==> config.mk <==
export PLATFORM = sky130hd
export DESIGN_NAME = burst_bus_subsystem
export DESIGN_NICKNAME = d
export VERILOG_FILES = /design/src/rtl/burst_bus_pkg.sv /design/src/rtl/cmd_decode.sv /design/src/rtl/burst_execute.sv /design/src/rtl/read_result.sv /design/src/rtl/burst_mem_slave.sv /design/src/rtl/burst_bus_subsystem.sv
export SDC_FILE = /design/constraint.sdc
export NUM_CORES = 1
export LEC_CHECK = 0
export BUFFER_PORTS_ARGS = -buffer_cell sky130_fd_sc_hd__buf_4
export CAP_MARGIN = 40
export CELL_PAD_IN_SITES_DETAIL_PLACEMENT = 1
export CELL_PAD_IN_SITES_GLOBAL_PLACEMENT = 1
export CORE_MARGIN = 1.5
export CORE_UTILIZATION = 60
export CTS_CLUSTER_SIZE = 8
export DETAILED_ROUTE_END_ITERATION = 7
export PLACE_DENSITY = 0.93
export SLEW_MARGIN = 20
export SYNTH_ARGS = -nofsm -noshare
export SYNTH_HDL_FRONTEND = slang
export SYNTH_SLANG_ARGS = --single-unit
export TNS_END_PERCENT = 100
==> constraint.sdc <==
create_clock -name clk -period 7.7 [get_ports clk]
set_input_delay 0.77 -clock clk [delete_from_list [all_inputs] [get_ports clk]]
set_output_delay 0.77 -clock clk [all_outputs]
set_load 0.02 [all_outputs]
==> src/rtl/burst_bus_pkg.sv <==
`default_nettype none

package burst_bus_pkg;

    // Bus and storage sizes.
    localparam int DATA_W    = 32;
    localparam int ADDR_W    = 4;
    localparam int MEM_DEPTH = 16;
    localparam int LATENCY   = 4;
    localparam int MAX_BEATS = 8;
    localparam int CTRL_W    = 8;

    // Burst size field, buffer pointers and occupancy counts.
    localparam int SIZE_W = 2;
    localparam int PTR_W  = $clog2(MAX_BEATS);
    localparam int CNT_W  = PTR_W + 1;

    // Control field toward the slave, then the one coming back.
    localparam int CTRL_WE_BIT    = 1;
    localparam int CTRL_BURST_LSB = 2;
    localparam int CTRL_WAIT_BIT  = 0;

    // Host command word.
    localparam int CMD_W        = 8;
    localparam int CMD_OP_LSB   = 6;
    localparam int CMD_SIZE_LSB = 4;
    localparam int CMD_ADDR_LSB = 0;

    // Codes 0 and 3 are illegal.
    typedef enum logic [1:0] {
        OP_READ  = 2'd1,
        OP_WRITE = 2'd2
    } op_e;

    typedef enum logic [2:0] {
        EX_IDLE,
        EX_ADDR,
        EX_WAIT,
        EX_DATA,
        EX_RELEASE
    } exec_state_e;

    typedef enum logic [2:0] {
        SL_IDLE,
        SL_WRITE_WAIT,
        SL_READ_WAIT,
        SL_WRITE_DATA,
        SL_READ_DATA,
        SL_FINISH
    } slave_state_e;

endpackage

`default_nettype wire

==> src/rtl/cmd_decode.sv <==
`timescale 1ns/10ps
`default_nettype none

module cmd_decode import burst_bus_pkg::*; (
    input  logic              clk,
    input  logic              rst_n,
    input  logic              cmd_valid,
    output logic              cmd_ready,
    input  logic [CMD_W-1:0]  cmd_word,
    input  logic              wr_valid,
    output logic              wr_ready,
    input  logic [DATA_W-1:0] wr_data,
    output logic              cmd_error,
    output logic              op_valid,
    input  logic              op_ready,
    output logic              op_write,
    output logic [ADDR_W-1:0] op_addr,
    output logic [SIZE_W-1:0] op_size,
    input  logic              buf_rd_en,
    output logic [DATA_W-1:0] buf_rd_data
);

    logic              accept_en;
    logic              collecting;
    logic [PTR_W-1:0]  beat_cnt;
    logic [PTR_W-1:0]  beat_last;
    logic [PTR_W-1:0]  wr_ptr;
    logic [PTR_W-1:0]  rd_ptr;
    logic [CNT_W-1:0]  buf_cnt;
    logic [DATA_W-1:0] buf_mem [MAX_BEATS];
    logic              cmd_fire;
    logic              wr_fire;
    op_e               cmd_op;

    assign cmd_op      = op_e'(cmd_word[CMD_OP_LSB +: 2]);
    // Commands are taken from the first cycle after reset.
    assign cmd_ready   = accept_en && !collecting && !op_valid;
    assign cmd_fire    = cmd_valid && cmd_ready;
    // A new write may collect while execute still drains the last one.
    assign wr_ready    = collecting && (buf_cnt != CNT_W'(MAX_BEATS));
    assign wr_fire     = wr_valid && wr_ready;
    assign beat_last   = PTR_W'((1 << op_size) - 1);
    assign buf_rd_data = buf_mem[rd_ptr];

    always_ff @(posedge clk or negedge rst_n) begin
        if (!rst_n) begin
            accept_en  <= 1'b0;
            collecting <= 1'b0;
            op_valid   <= 1'b0;
            cmd_error  <= 1'b0;
            op_write   <= 1'b0;
            op_addr    <= '0;
            op_size    <= '0;
            beat_cnt   <= '0;
        end else begin
            accept_en <= 1'b1;
            cmd_error <= 1'b0;
            if (op_valid && op_ready) begin
                op_valid <= 1'b0;
            end
            if (cmd_fire) begin
                op_write <= (cmd_op == OP_WRITE);
                op_addr  <= cmd_word[CMD_ADDR_LSB +: ADDR_W];
                op_size  <= cmd_word[CMD_SIZE_LSB +: SIZE_W];
                beat_cnt <= '0;
                case (cmd_op)
                    OP_READ:  op_valid <= 1'b1;
                    OP_WRITE: collecting <= 1'b1;
                    default:  cmd_error <= 1'b1;
                endcase
            end
            if (wr_fire) begin
                beat_cnt <= beat_cnt + 1'b1;
                if (beat_cnt == beat_last) begin
                    collecting <= 1'b0;
                    op_valid   <= 1'b1;
                end
            end
        end
    end

    always_ff @(posedge clk or negedge rst_n) begin
        if (!rst_n) begin
            wr_ptr  <= '0;
            rd_ptr  <= '0;
            buf_cnt <= '0;
        end else begin
            if (wr_fire) begin
                wr_ptr <= wr_ptr + 1'b1;
            end
            if (buf_rd_en) begin
                rd_ptr <= rd_ptr + 1'b1;
            end
            case ({wr_fire, buf_rd_en})
                2'b10:   buf_cnt <= buf_cnt + 1'b1;
                2'b01:   buf_cnt <= buf_cnt - 1'b1;
                default: buf_cnt <= buf_cnt;
            endcase
        end
    end

    always_ff @(posedge clk) begin
        if (wr_fire) begin
            buf_mem[wr_ptr] <= wr_data;
        end
    end

endmodule

`default_nettype wire

==> src/rtl/burst_execute.sv <==
`timescale 1ns/10ps
`default_nettype none

module burst_execute import burst_bus_pkg::*; (
    input  logic              clk,
    input  logic              rst_n,
    input  logic              op_valid,
    output logic              op_ready,
    input  logic              op_write,
    input  logic [ADDR_W-1:0] op_addr,
    input  logic [SIZE_W-1:0] op_size,
    output logic              buf_rd_en,
    input  logic [DATA_W-1:0] buf_rd_data,
    output logic              bus_ack,
    output logic [DATA_W-1:0] bus_to_slave,
    output logic [CTRL_W-1:0] ctrl_to_slave,
    input  logic [DATA_W-1:0] bus_from_slave,
    input  logic [CTRL_W-1:0] ctrl_from_slave,
    input  logic              res_empty,
    output logic              res_push,
    output logic [DATA_W-1:0] res_data,
    output logic              op_done
);

    exec_state_e       state;
    exec_state_e       next_state;
    logic              write_r;
    logic [ADDR_W-1:0] addr_r;
    logic [SIZE_W-1:0] size_r;
    logic [PTR_W-1:0]  beat_cnt;
    logic [PTR_W-1:0]  beat_last;
    logic              slave_wait;
    logic              op_fire;

    // A read needs the whole result FIFO free before it starts.
    assign op_ready   = (state == EX_IDLE) && (op_write || res_empty);
    assign op_fire    = op_valid && op_ready;
    assign slave_wait = ctrl_from_slave[CTRL_WAIT_BIT];
    assign beat_last  = PTR_W'((1 << size_r) - 1);

    assign bus_ack   = (state == EX_ADDR) || (state == EX_WAIT) || (state == EX_DATA);
    assign buf_rd_en = (state == EX_DATA) && write_r;
    assign res_push  = (state == EX_DATA) && !write_r;
    assign res_data  = bus_from_slave;

    always_comb begin
        bus_to_slave = '0;
        if (state == EX_ADDR) begin
            bus_to_slave[ADDR_W-1:0] = addr_r;
        end else if (buf_rd_en) begin
            bus_to_slave = buf_rd_data;
        end
    end

    // Write flag and burst size only matter in the address cycle.
    always_comb begin
        ctrl_to_slave = '0;
        if (state == EX_ADDR) begin
            ctrl_to_slave[CTRL_WE_BIT] = write_r;
            ctrl_to_slave[CTRL_BURST_LSB +: SIZE_W] = size_r;
        end
    end

    always_comb begin
        next_state = state;
        case (state)
            EX_IDLE: begin
                if (op_fire) begin
                    next_state = EX_ADDR;
                end
            end
            EX_ADDR: begin
                next_state = EX_WAIT;
            end
            EX_WAIT: begin
                // Wait drops in the slave's last latency cycle.
                if (!slave_wait) begin
                    next_state = EX_DATA;
                end
            end
            EX_DATA: begin
                if (beat_cnt == beat_last) begin
                    next_state = EX_RELEASE;
                end
            end
            EX_RELEASE: begin
                next_state = EX_IDLE;
            end
            default: begin
                next_state = EX_IDLE;
            end
        endcase
    end

    always_ff @(posedge clk or negedge rst_n) begin
        if (!rst_n) begin
            state    <= EX_IDLE;
            write_r  <= 1'b0;
            addr_r   <= '0;
            size_r   <= '0;
            beat_cnt <= '0;
            op_done  <= 1'b0;
        end else begin
            state   <= next_state;
            op_done <= (state == EX_RELEASE);
            if (op_fire) begin
                write_r <= op_write;
                addr_r  <= op_addr;
                size_r  <= op_size;
            end
            if (state == EX_ADDR) begin
                beat_cnt <= '0;
            end else if (state == EX_DATA) begin
                beat_cnt <= beat_cnt + 1'b1;
            end
        end
    end

endmodule

`default_nettype wire

==> src/rtl/read_result.sv <==
`timescale 1ns/10ps
`default_nettype none

module read_result import burst_bus_pkg::*; (
    input  logic              clk,
    input  logic              rst_n,
    input  logic              res_push,
    input  logic [DATA_W-1:0] res_data,
    output logic              res_empty,
    output logic              rsp_valid,
    input  logic              rsp_ready,
    output logic [DATA_W-1:0] rsp_data
);

    logic [DATA_W-1:0] fifo_mem [MAX_BEATS];
    logic [PTR_W-1:0]  wr_ptr;
    logic [PTR_W-1:0]  rd_ptr;
    logic [CNT_W-1:0]  count;
    logic              pop;

    assign res_empty = (count == '0);
    assign rsp_valid = !res_empty;
    assign rsp_data  = fifo_mem[rd_ptr];
    assign pop       = rsp_valid && rsp_ready;

    // Execute only pushes into an empty FIFO, so no full check.
    always_ff @(posedge clk or negedge rst_n) begin
        if (!rst_n) begin
            wr_ptr <= '0;
            rd_ptr <= '0;
            count  <= '0;
        end else begin
            if (res_push) begin
                wr_ptr <= wr_ptr + 1'b1;
            end
            if (pop) begin
                rd_ptr <= rd_ptr + 1'b1;
            end
            case ({res_push, pop})
                2'b10:   count <= count + 1'b1;
                2'b01:   count <= count - 1'b1;
                default: count <= count;
            endcase
        end
    end

    always_ff @(posedge clk) begin
        if (res_push) begin
            fifo_mem[wr_ptr] <= res_data;
        end
    end

endmodule

`default_nettype wire

==> src/rtl/burst_mem_slave.sv <==
`timescale 1ns/10ps
`default_nettype none

module burst_mem_slave import burst_bus_pkg::*; (
    input  logic              clk,
    input  logic              rst_n,
    input  logic              bus_ack,
    input  logic [DATA_W-1:0] bus_to_slave,
    input  logic [CTRL_W-1:0] ctrl_to_slave,
    output logic [DATA_W-1:0] bus_from_slave,
    output logic [CTRL_W-1:0] ctrl_from_slave
);

    localparam logic [CNT_W-1:0] LAT_LAST = CNT_W'(LATENCY - 1);

    slave_state_e      state;
    slave_state_e      next_state;
    logic [DATA_W-1:0] mem [MEM_DEPTH];
    logic [CNT_W-1:0]  lat_cnt;
    logic [ADDR_W-1:0] word_addr;
    logic [PTR_W-1:0]  beat_cnt;
    logic [PTR_W-1:0]  beat_last;
    logic [SIZE_W-1:0] size_r;
    logic              we;
    logic              in_wait;
    logic              in_data;
    logic              wait_flag;

    assign we        = ctrl_to_slave[CTRL_WE_BIT];
    assign in_wait   = (state == SL_WRITE_WAIT) || (state == SL_READ_WAIT);
    assign in_data   = (state == SL_WRITE_DATA) || (state == SL_READ_DATA);
    assign beat_last = PTR_W'((1 << size_r) - 1);
    // Low in the last latency cycle so the master enters data on time.
    assign wait_flag = in_wait && (lat_cnt < LAT_LAST);

    assign bus_from_slave = (state == SL_READ_DATA) ? mem[word_addr] : '0;

    always_comb begin
        ctrl_from_slave = '0;
        ctrl_from_slave[CTRL_WAIT_BIT] = wait_flag;
    end

    always_comb begin
        next_state = state;
        case (state)
            SL_IDLE: begin
                if (bus_ack) begin
                    next_state = we ? SL_WRITE_WAIT : SL_READ_WAIT;
                end
            end
            SL_WRITE_WAIT: begin
                if (lat_cnt == LAT_LAST) begin
                    next_state = SL_WRITE_DATA;
                end
            end
            SL_READ_WAIT: begin
                if (lat_cnt == LAT_LAST) begin
                    next_state = SL_READ_DATA;
                end
            end
            SL_WRITE_DATA, SL_READ_DATA: begin
                if (beat_cnt == beat_last) begin
                    next_state = SL_FINISH;
                end
            end
            SL_FINISH: begin
                if (!bus_ack) begin
                    next_state = SL_IDLE;
                end
            end
            default: begin
                next_state = SL_IDLE;
            end
        endcase
    end

    always_ff @(posedge clk or negedge rst_n) begin
        if (!rst_n) begin
            state     <= SL_IDLE;
            lat_cnt   <= '0;
            word_addr <= '0;
            beat_cnt  <= '0;
            size_r    <= '0;
        end else begin
            state <= next_state;
            // Counter restarts at zero on every wait phase.
            if (in_wait) begin
                lat_cnt <= lat_cnt + 1'b1;
            end else begin
                lat_cnt <= '0;
            end
            if ((state == SL_IDLE) && bus_ack) begin
                word_addr <= bus_to_slave[ADDR_W-1:0];
                size_r    <= ctrl_to_slave[CTRL_BURST_LSB +: SIZE_W];
                beat_cnt  <= '0;
            end else if (in_data) begin
                word_addr <= word_addr + 1'b1;
                beat_cnt  <= beat_cnt + 1'b1;
            end
        end
    end

    always_ff @(posedge clk) begin
        if (state == SL_WRITE_DATA) begin
            mem[word_addr] <= bus_to_slave;
        end
    end

endmodule

`default_nettype wire

==> src/rtl/burst_bus_subsystem.sv <==
`timescale 1ns/10ps
`default_nettype none

module burst_bus_subsystem import burst_bus_pkg::*; (
    input  logic              clk,
    input  logic              rst_n,
    input  logic              cmd_valid,
    output logic              cmd_ready,
    input  logic [CMD_W-1:0]  cmd_word,
    input  logic              wr_valid,
    output logic              wr_ready,
    input  logic [DATA_W-1:0] wr_data,
    output logic              rsp_valid,
    input  logic              rsp_ready,
    output logic [DATA_W-1:0] rsp_data,
    output logic              cmd_error,
    output logic              op_done
);

    logic              op_valid;
    logic              op_ready;
    logic              op_write;
    logic [ADDR_W-1:0] op_addr;
    logic [SIZE_W-1:0] op_size;
    logic              buf_rd_en;
    logic [DATA_W-1:0] buf_rd_data;
    logic              bus_ack;
    logic [DATA_W-1:0] bus_to_slave;
    logic [CTRL_W-1:0] ctrl_to_slave;
    logic [DATA_W-1:0] bus_from_slave;
    logic [CTRL_W-1:0] ctrl_from_slave;
    logic              res_push;
    logic [DATA_W-1:0] res_data;
    logic              res_empty;

    cmd_decode i_cmd_decode (
        .clk         (clk),
        .rst_n       (rst_n),
        .cmd_valid   (cmd_valid),
        .cmd_ready   (cmd_ready),
        .cmd_word    (cmd_word),
        .wr_valid    (wr_valid),
        .wr_ready    (wr_ready),
        .wr_data     (wr_data),
        .cmd_error   (cmd_error),
        .op_valid    (op_valid),
        .op_ready    (op_ready),
        .op_write    (op_write),
        .op_addr     (op_addr),
        .op_size     (op_size),
        .buf_rd_en   (buf_rd_en),
        .buf_rd_data (buf_rd_data)
    );

    burst_execute i_burst_execute (
        .clk             (clk),
        .rst_n           (rst_n),
        .op_valid        (op_valid),
        .op_ready        (op_ready),
        .op_write        (op_write),
        .op_addr         (op_addr),
        .op_size         (op_size),
        .buf_rd_en       (buf_rd_en),
        .buf_rd_data     (buf_rd_data),
        .bus_ack         (bus_ack),
        .bus_to_slave    (bus_to_slave),
        .ctrl_to_slave   (ctrl_to_slave),
        .bus_from_slave  (bus_from_slave),
        .ctrl_from_slave (ctrl_from_slave),
        .res_empty       (res_empty),
        .res_push        (res_push),
        .res_data        (res_data),
        .op_done         (op_done)
    );

    read_result i_read_result (
        .clk       (clk),
        .rst_n     (rst_n),
        .res_push  (res_push),
        .res_data  (res_data),
        .res_empty (res_empty),
        .rsp_valid (rsp_valid),
        .rsp_ready (rsp_ready),
        .rsp_data  (rsp_data)
    );

    burst_mem_slave i_burst_mem_slave (
        .clk             (clk),
        .rst_n           (rst_n),
        .bus_ack         (bus_ack),
        .bus_to_slave    (bus_to_slave),
        .ctrl_to_slave   (ctrl_to_slave),
        .bus_from_slave  (bus_from_slave),
        .ctrl_from_slave (ctrl_from_slave)
    );

endmodule

`default_nettype wire

; ---- Word-level counts from Yosys, hierarchy flattened
; Memories as Yosys holds them, arrays and structs flattened.
; Index checks and enable logic that the tools add are counted.
; W data, S select, Z words.
[word_totals]
ram_bits = 1024
reg_bits = 64
wordCells = 153
mem_count = 3
out_inout_bits = 37
[classes]
addsub = 16
n_lt_le_gt_ge = 1
n_eq_ne = 28
mux = 44
n_reduce_logical = 33
n_shift = 3
[mem_list]
columns = memory, depth, word_bits, read_ports, rd_ports_with_merged_regs, wr, line
row1 = i_burst_mem_slave.mem, 16, 32, 1, 0, 1, burst_mem_slave.sv:18  ; logic [DATA_W-1:0] mem [MEM_DEPTH];
row2 = i_cmd_decode.buf_mem, 8, 32, 1, 0, 1, cmd_decode.sv:30  ; logic [DATA_W-1:0] buf_mem [MAX_BEATS];
row3 = i_read_result.fifo_mem, 8, 32, 1, 0, 1, read_result.sv:15  ; logic [DATA_W-1:0] fifo_mem [MAX_BEATS];
[ops]
columns = cell, n
row1 = $mux W32, 2
row2 = $mux W3, 15
row3 = $mux W28, 1
row4 = $add A3 B1 Y3 const B, 7
row5 = $mux W1, 17
row6 = $add A4 B1 Y4 const B, 4
row7 = $mux W4, 4
row8 = $pmux W4 S2, 2
row9 = $pmux W3 S5, 1
row10 = $eq A3 B2 Y1 const B, 4
row11 = $logic_and A1 B1 Y1, 12
row12 = $pmux W3 S4, 1
row13 = $ne A2 B2 Y1 const B, 5
row14 = $reduce_bool A2 Y1, 5
row15 = $eq A3 B3 Y1, 3
row16 = $eq A3 B3 Y1 const B, 3
row17 = $shl A1 B2 Y3 const A, 3
row18 = $sub A3 B2 Y3 const B, 3
row19 = $sub A4 B1 Y4 const B, 2
row20 = $eq A2 B1 Y1 const B, 3
row21 = $eq A2 B2 Y1 const B, 3
row22 = $eq A3 B1 Y1 const B, 2
row23 = $logic_not A3 Y1, 2
row24 = $ne A2 B1 Y1 const B, 3
row25 = other kinds (10), 18

; ---- Logic depth before layout (Yosys ltp)
[depth]
depth_word = 9
depth_mapped = 11
mapped_depth_nobuf = 10

; ---- Cells and area by module
; Synthesis repeated with hierarchy kept, for this count alone.
[hier_totals]
cells_unflattened = 1973
area_unflattened_um2 = 42579.6
[modules_own_cells]
columns = module, instances, seq_area_each_um2, cells_each, area_each_um2
row1 = burst_mem_slave, 1, 15775.1, 907, 20215.6
row2 = cmd_decode, 1, 8287.9, 495, 10804.1
row3 = read_result, 1, 7937.6, 434, 10354.9
row4 = burst_execute, 1, 350.3, 137, 1204.9

; ---- Worst setup path before layout
; No wires, ideal clock.
[synth_timing]
path_kind = input -> register
startpoint = input port wr_valid
endpoint = memory i_cmd_decode.buf_mem[0][0], enable pin
setup_ps = 501
arrival_time_ps = 4307
path_stages = 4
slack_ps = 2891
cell_sequence = and3_1 > inv_1 > buf_4 > nor4_1
[synth_via]
elab_chain_cells = 3
[synth_rtl]
columns = item, line
row1 = start: declaration, burst_bus_subsystem.sv:10  ; input logic wr_valid,
row2 = $logic_and A1 B1 Y1, cmd_decode.sv:41  ; assign wr_fire = wr_valid && wr_ready;
row3 = $mux W1, cmd_decode.sv:103  ; if (wr_fire) begin
row4 = $mux W1 (not written as such), cmd_decode.sv:104  ; buf_mem[wr_ptr] <= wr_data;
row5 = end: declaration, cmd_decode.sv:30
; No other way between the ends.

; ---- Worst setup path after layout
[layout_timing]
startpoint = register i_read_result.rd_ptr[0]
endpoint = output port rsp_data[19]
[layout_via]
elab_chain_cells = 1
[layout_rtl]
columns = item, line
row1 = start: declaration, read_result.sv:17  ; logic [PTR_W-1:0] rd_ptr;
row2 = start signal: assignment, read_result.sv:37  ; rd_ptr <= rd_ptr + 1'b1;
row3 = $mem_v2 Z8 W32, --
row4 = end: declaration, burst_bus_subsystem.sv:15  ; output logic [DATA_W-1:0] rsp_data,
; No other way between the ends.

==> summary.txt <==
Critical path
  • Worst reg2reg path depth: 5
  • Worst R2R End: i_burst_mem_slave.mem[15][20]$_DFFE_PP_
  • Reg-to-Reg Start: i_burst_mem_slave.word_addr[0]$_DFFE_PN0P_
  • CP startpoint kind: register
  • WP data arrival: 3440 ps
  • Required @ worst endpoint: between 6000 and 7000 ps
  • Crit path max fanout: 34
  • Crit Path Category: register to output port
  • CP Capture Type: output port
  • Reg2reg setup slack: about 4200 ps

Cells and area
  • NumNets Final: ~2.2k
  • Most common cell after layout, fill and taps aside: edfxtp_1
  • # diodes: 0
  • Commonest non-fill, non-tap cells in the layout: edfxtp_1, mux4_2, clkbuf_16, buf_4, mux2i_1
  • Layout area overhead: 15.45%
  • Share of post-route cells with drive strength above 1: 30.77%

STA
  • Crit share post-route: 54.68%
  • Fin. max-slew vios: 0
  • Fmax: 0.2375 GHz
  • Unrepaired setup endpoints after global routing: false
  • Final Hold Viols: 0
  • Worst Tran Pin Value: ~900 ps
  • Setup-violating endpoint count in the final report: 0
  • Tmin final: approximately 4200 ps
  • TNS Setup: 0 ps
  • Slew headroom: about two fifths
  • Final worst slack: around 3500 ps
  • Layout Skew: around 20 ps

Clock tree
  • CTS Buf Count: about 150
  • Hold-fix buffers at CTS: 0
  • CTS max path bufs: 3
  • Clock root cell: clkbuf_16
  • Clk Latency, worst-skew pair: approximately 740 ps
  • Post-cts resize count: 0
  • CTS H-tree lvls: 4
  • CTS tree: yes
  • Clk slew on worst S/H paths: 50 ps
  • Post-CTS setup buffer count: 0
  • CTS Sinks: about 1.1k

Die
  • Die area: about 72000 sq um
  • Die height: roughly 270 microns
  • Total core area: 69790 sq um
  • DIE WIDTH: ~270 microns
  • Rows: 97
  • Initial Util: around three fifths
  • Top Ports: roughly 80

Power and ir drop
  • Seq pwr share: between 40% and 50%
  • Clock power share: 31.7%
  • Cell-internal power: approximately 13000 uW
  • PwrDens: approximately 390 nW/um^2
  • Peak VDD IR: roughly 260 uV
  • Combinational power share: between 20% and 30%
  • Switching pwr: about 6000 uW
  • Sw frac: between 30% and 40%
  • Leak Pwr: about 0.016 uW

Logic synthesis
  • Ranking of synthesized cells by area: edfxtp_1, mux4_2, dfrtp_1
  • Number of synthesized register bits: approximately 1.1k
  • Syn_nets: 2006
  • EDFF count, synth: 1024
  • Post-Syn Instances: 1941
  • Fraction of registers with async set/reset: between 5 and 6%
  • Synth cell types: 54
  • Synth top area share: 72.94%
  • Most used DFF post-synth: edfxtp_1
  • Syn avg cell area: between 20 and 25 sq um
  • Synth Cell Area: 42160 sq um
  • Post-synth top area cell: edfxtp_1
  • Register area share after synthesis: around three quarters
  • YS warnings: 0

Detailed routing
  • Post-route ant nets: 0
  • Wirelength per Cell: 36.50 microns
  • # DRC: 0
  • Vias post-DR: 21.65k
  • Drt total wl: about 110 mm
  • Vias per Instance: 6.879
  • DR iter-0 viols: about 2.7k
  • DRT Pass-1 Iters: 5

Flow run
  • Max_cap viols: 0

Placed design
  • Post-DP HPWL: ~57 mm
  • GP Congestion: about 0.73
  • Pre-CTS setup slack: between 4000 and 5000 ps
  • Port bufs: just over 80

GRT
  • Largest net degree at the start of global routing: 65
  • Via count of the first global-routing pass: 23.45k
  • Tot GR Track Use: between 30% and 40%
  • Initial antenna violation count: 2
  • Global-route wire length before repair: roughly 170 mm
  • Total congestion overflow: 0

Hold path
  • Hold Startpoint: wr_data[8]
  • Min-Delay Path Class: input pin to register
  • Hold depth: 1
  • Hold worst-path end: i_cmd_decode.buf_mem[0][8]$_DFFE_PP_

Run status
  • Run status: finished, final reports clean
state kept, by name, summed over array words and instances, names as in the netlist, 3 cells and up:
| name | count |
|---|---|
| i_burst_mem_slave.mem | 512 |
| i_cmd_decode.buf_mem | 256 |
| i_read_result.fifo_mem | 256 |
| i_burst_execute.addr_r | 4 |
| i_burst_mem_slave.lat_cnt | 4 |
| i_burst_mem_slave.word_addr | 4 |
| i_cmd_decode.buf_cnt | 4 |
| i_cmd_decode.op_addr | 4 |
| i_read_result.count | 4 |
| i_burst_execute.beat_cnt | 3 |
| i_burst_execute.state | 3 |
| i_burst_mem_slave.beat_cnt | 3 |
| i_burst_mem_slave.state | 3 |
| i_cmd_decode.beat_cnt | 3 |
| i_cmd_decode.rd_ptr | 3 |
| i_cmd_decode.wr_ptr | 3 |
| i_read_result.rd_ptr | 3 |
| i_read_result.wr_ptr | 3 |
area by class of cell:
class	count	area, sq um
Sequential cell	1088	32370
Multi-Input combinational cell	743	9567
Fill cell	5327	21120
Clock buffer	188	4024
Inverter	13	48.80
Tap cell	940	1176
Clock inverter	8	103.9
Timing Repair Buffer	167	1374
per-layer routing:
layer | GRT usage, % | vias to the layer above | part of all wire [%]
li1 | - | 8458 | -
met1 | 41.28 | 11470 | 35
met2 | 55.91 | 1395 | 52
met3 | 7.459 | 325 | 8.7
met4 | 14.51 | 4 | 4.0
met5 | 0 | - | 0.024
cell usage after synthesis, drive strengths merged, types with 19 or more instances:
master  number
edfxtp    1024
mux4       248
mux2i      111
dfrtp       64
nor2        62
buf         54
mux2        51
nand2       47
clkbuf      43
o22ai       32
ha          20
o21ai       19
worst max path at each step:
stage | startpoint | end
4_1_cts | i_read_result.rd_ptr[0]$_DFFE_PN0P_ | rsp_data[25]
3_3_place_gp | i_burst_mem_slave.word_addr[0]$_DFFE_PN0P_ | i_burst_mem_slave.mem[15][28]$_DFFE_PP_
6_report | i_read_result.rd_ptr[0]$_DFFE_PN0P_ | rsp_data[19]
3_5_place_dp | i_read_result.rd_ptr[0]$_DFFE_PN0P_ | rsp_data[25]
5_1_grt | i_read_result.rd_ptr[0]$_DFFE_PN0P_ | rsp_data[25]
2_1_floorplan | wr_valid | i_cmd_decode.buf_mem[0][0]$_DFFE_PP_
power groups by stage:
stage / combinational, uW / sequential [uW] / clock [uW]
after CTS: 5080 / 7920 / 6120
after floorplan: 3530 / 7600 / 0
after global routing: 5410 / 7970 / 6290
after detailed placement: 4850 / 7980 / 0
final: 5170 / 7920 / 6080
after global placement: 4470 / 7900 / 0
cells by family after synthesis:
family,after synthesis,synth area share (%)
other,1,0.008896
adders and majority gates,20,0.5936
buffers and inverters,110,1.095
AOI/OAI and AO/OA,92,1.413
and+or+nand+nor,198,2.380
DFF,1088,76.74
xor gates and xnor gates,22,0.4571
muxes,410,17.31
through the flow:
stage	hold WS (ps)	instance area, sq um	utilization [%]	instances	power, uW
floorplan	431.2	42160	-	1941	11130
global placement	445.5	44100	63.20	2910	12380
detailed placement	463.8	44220	63.37	2916	12830
CTS	162.5	48350	69.29	3112	19120
global route	255.5	48670	69.74	3147	19680
finish	260.9	48670	69.74	3147	19160
critical path: stages (launching register included):
cell and delay [ps]:
dfrtp_4 850, buf_4 690, mux4_2 640, mux2_2 310, buf_4 170
Note: power is estimated with default switching activity, not from simulation.
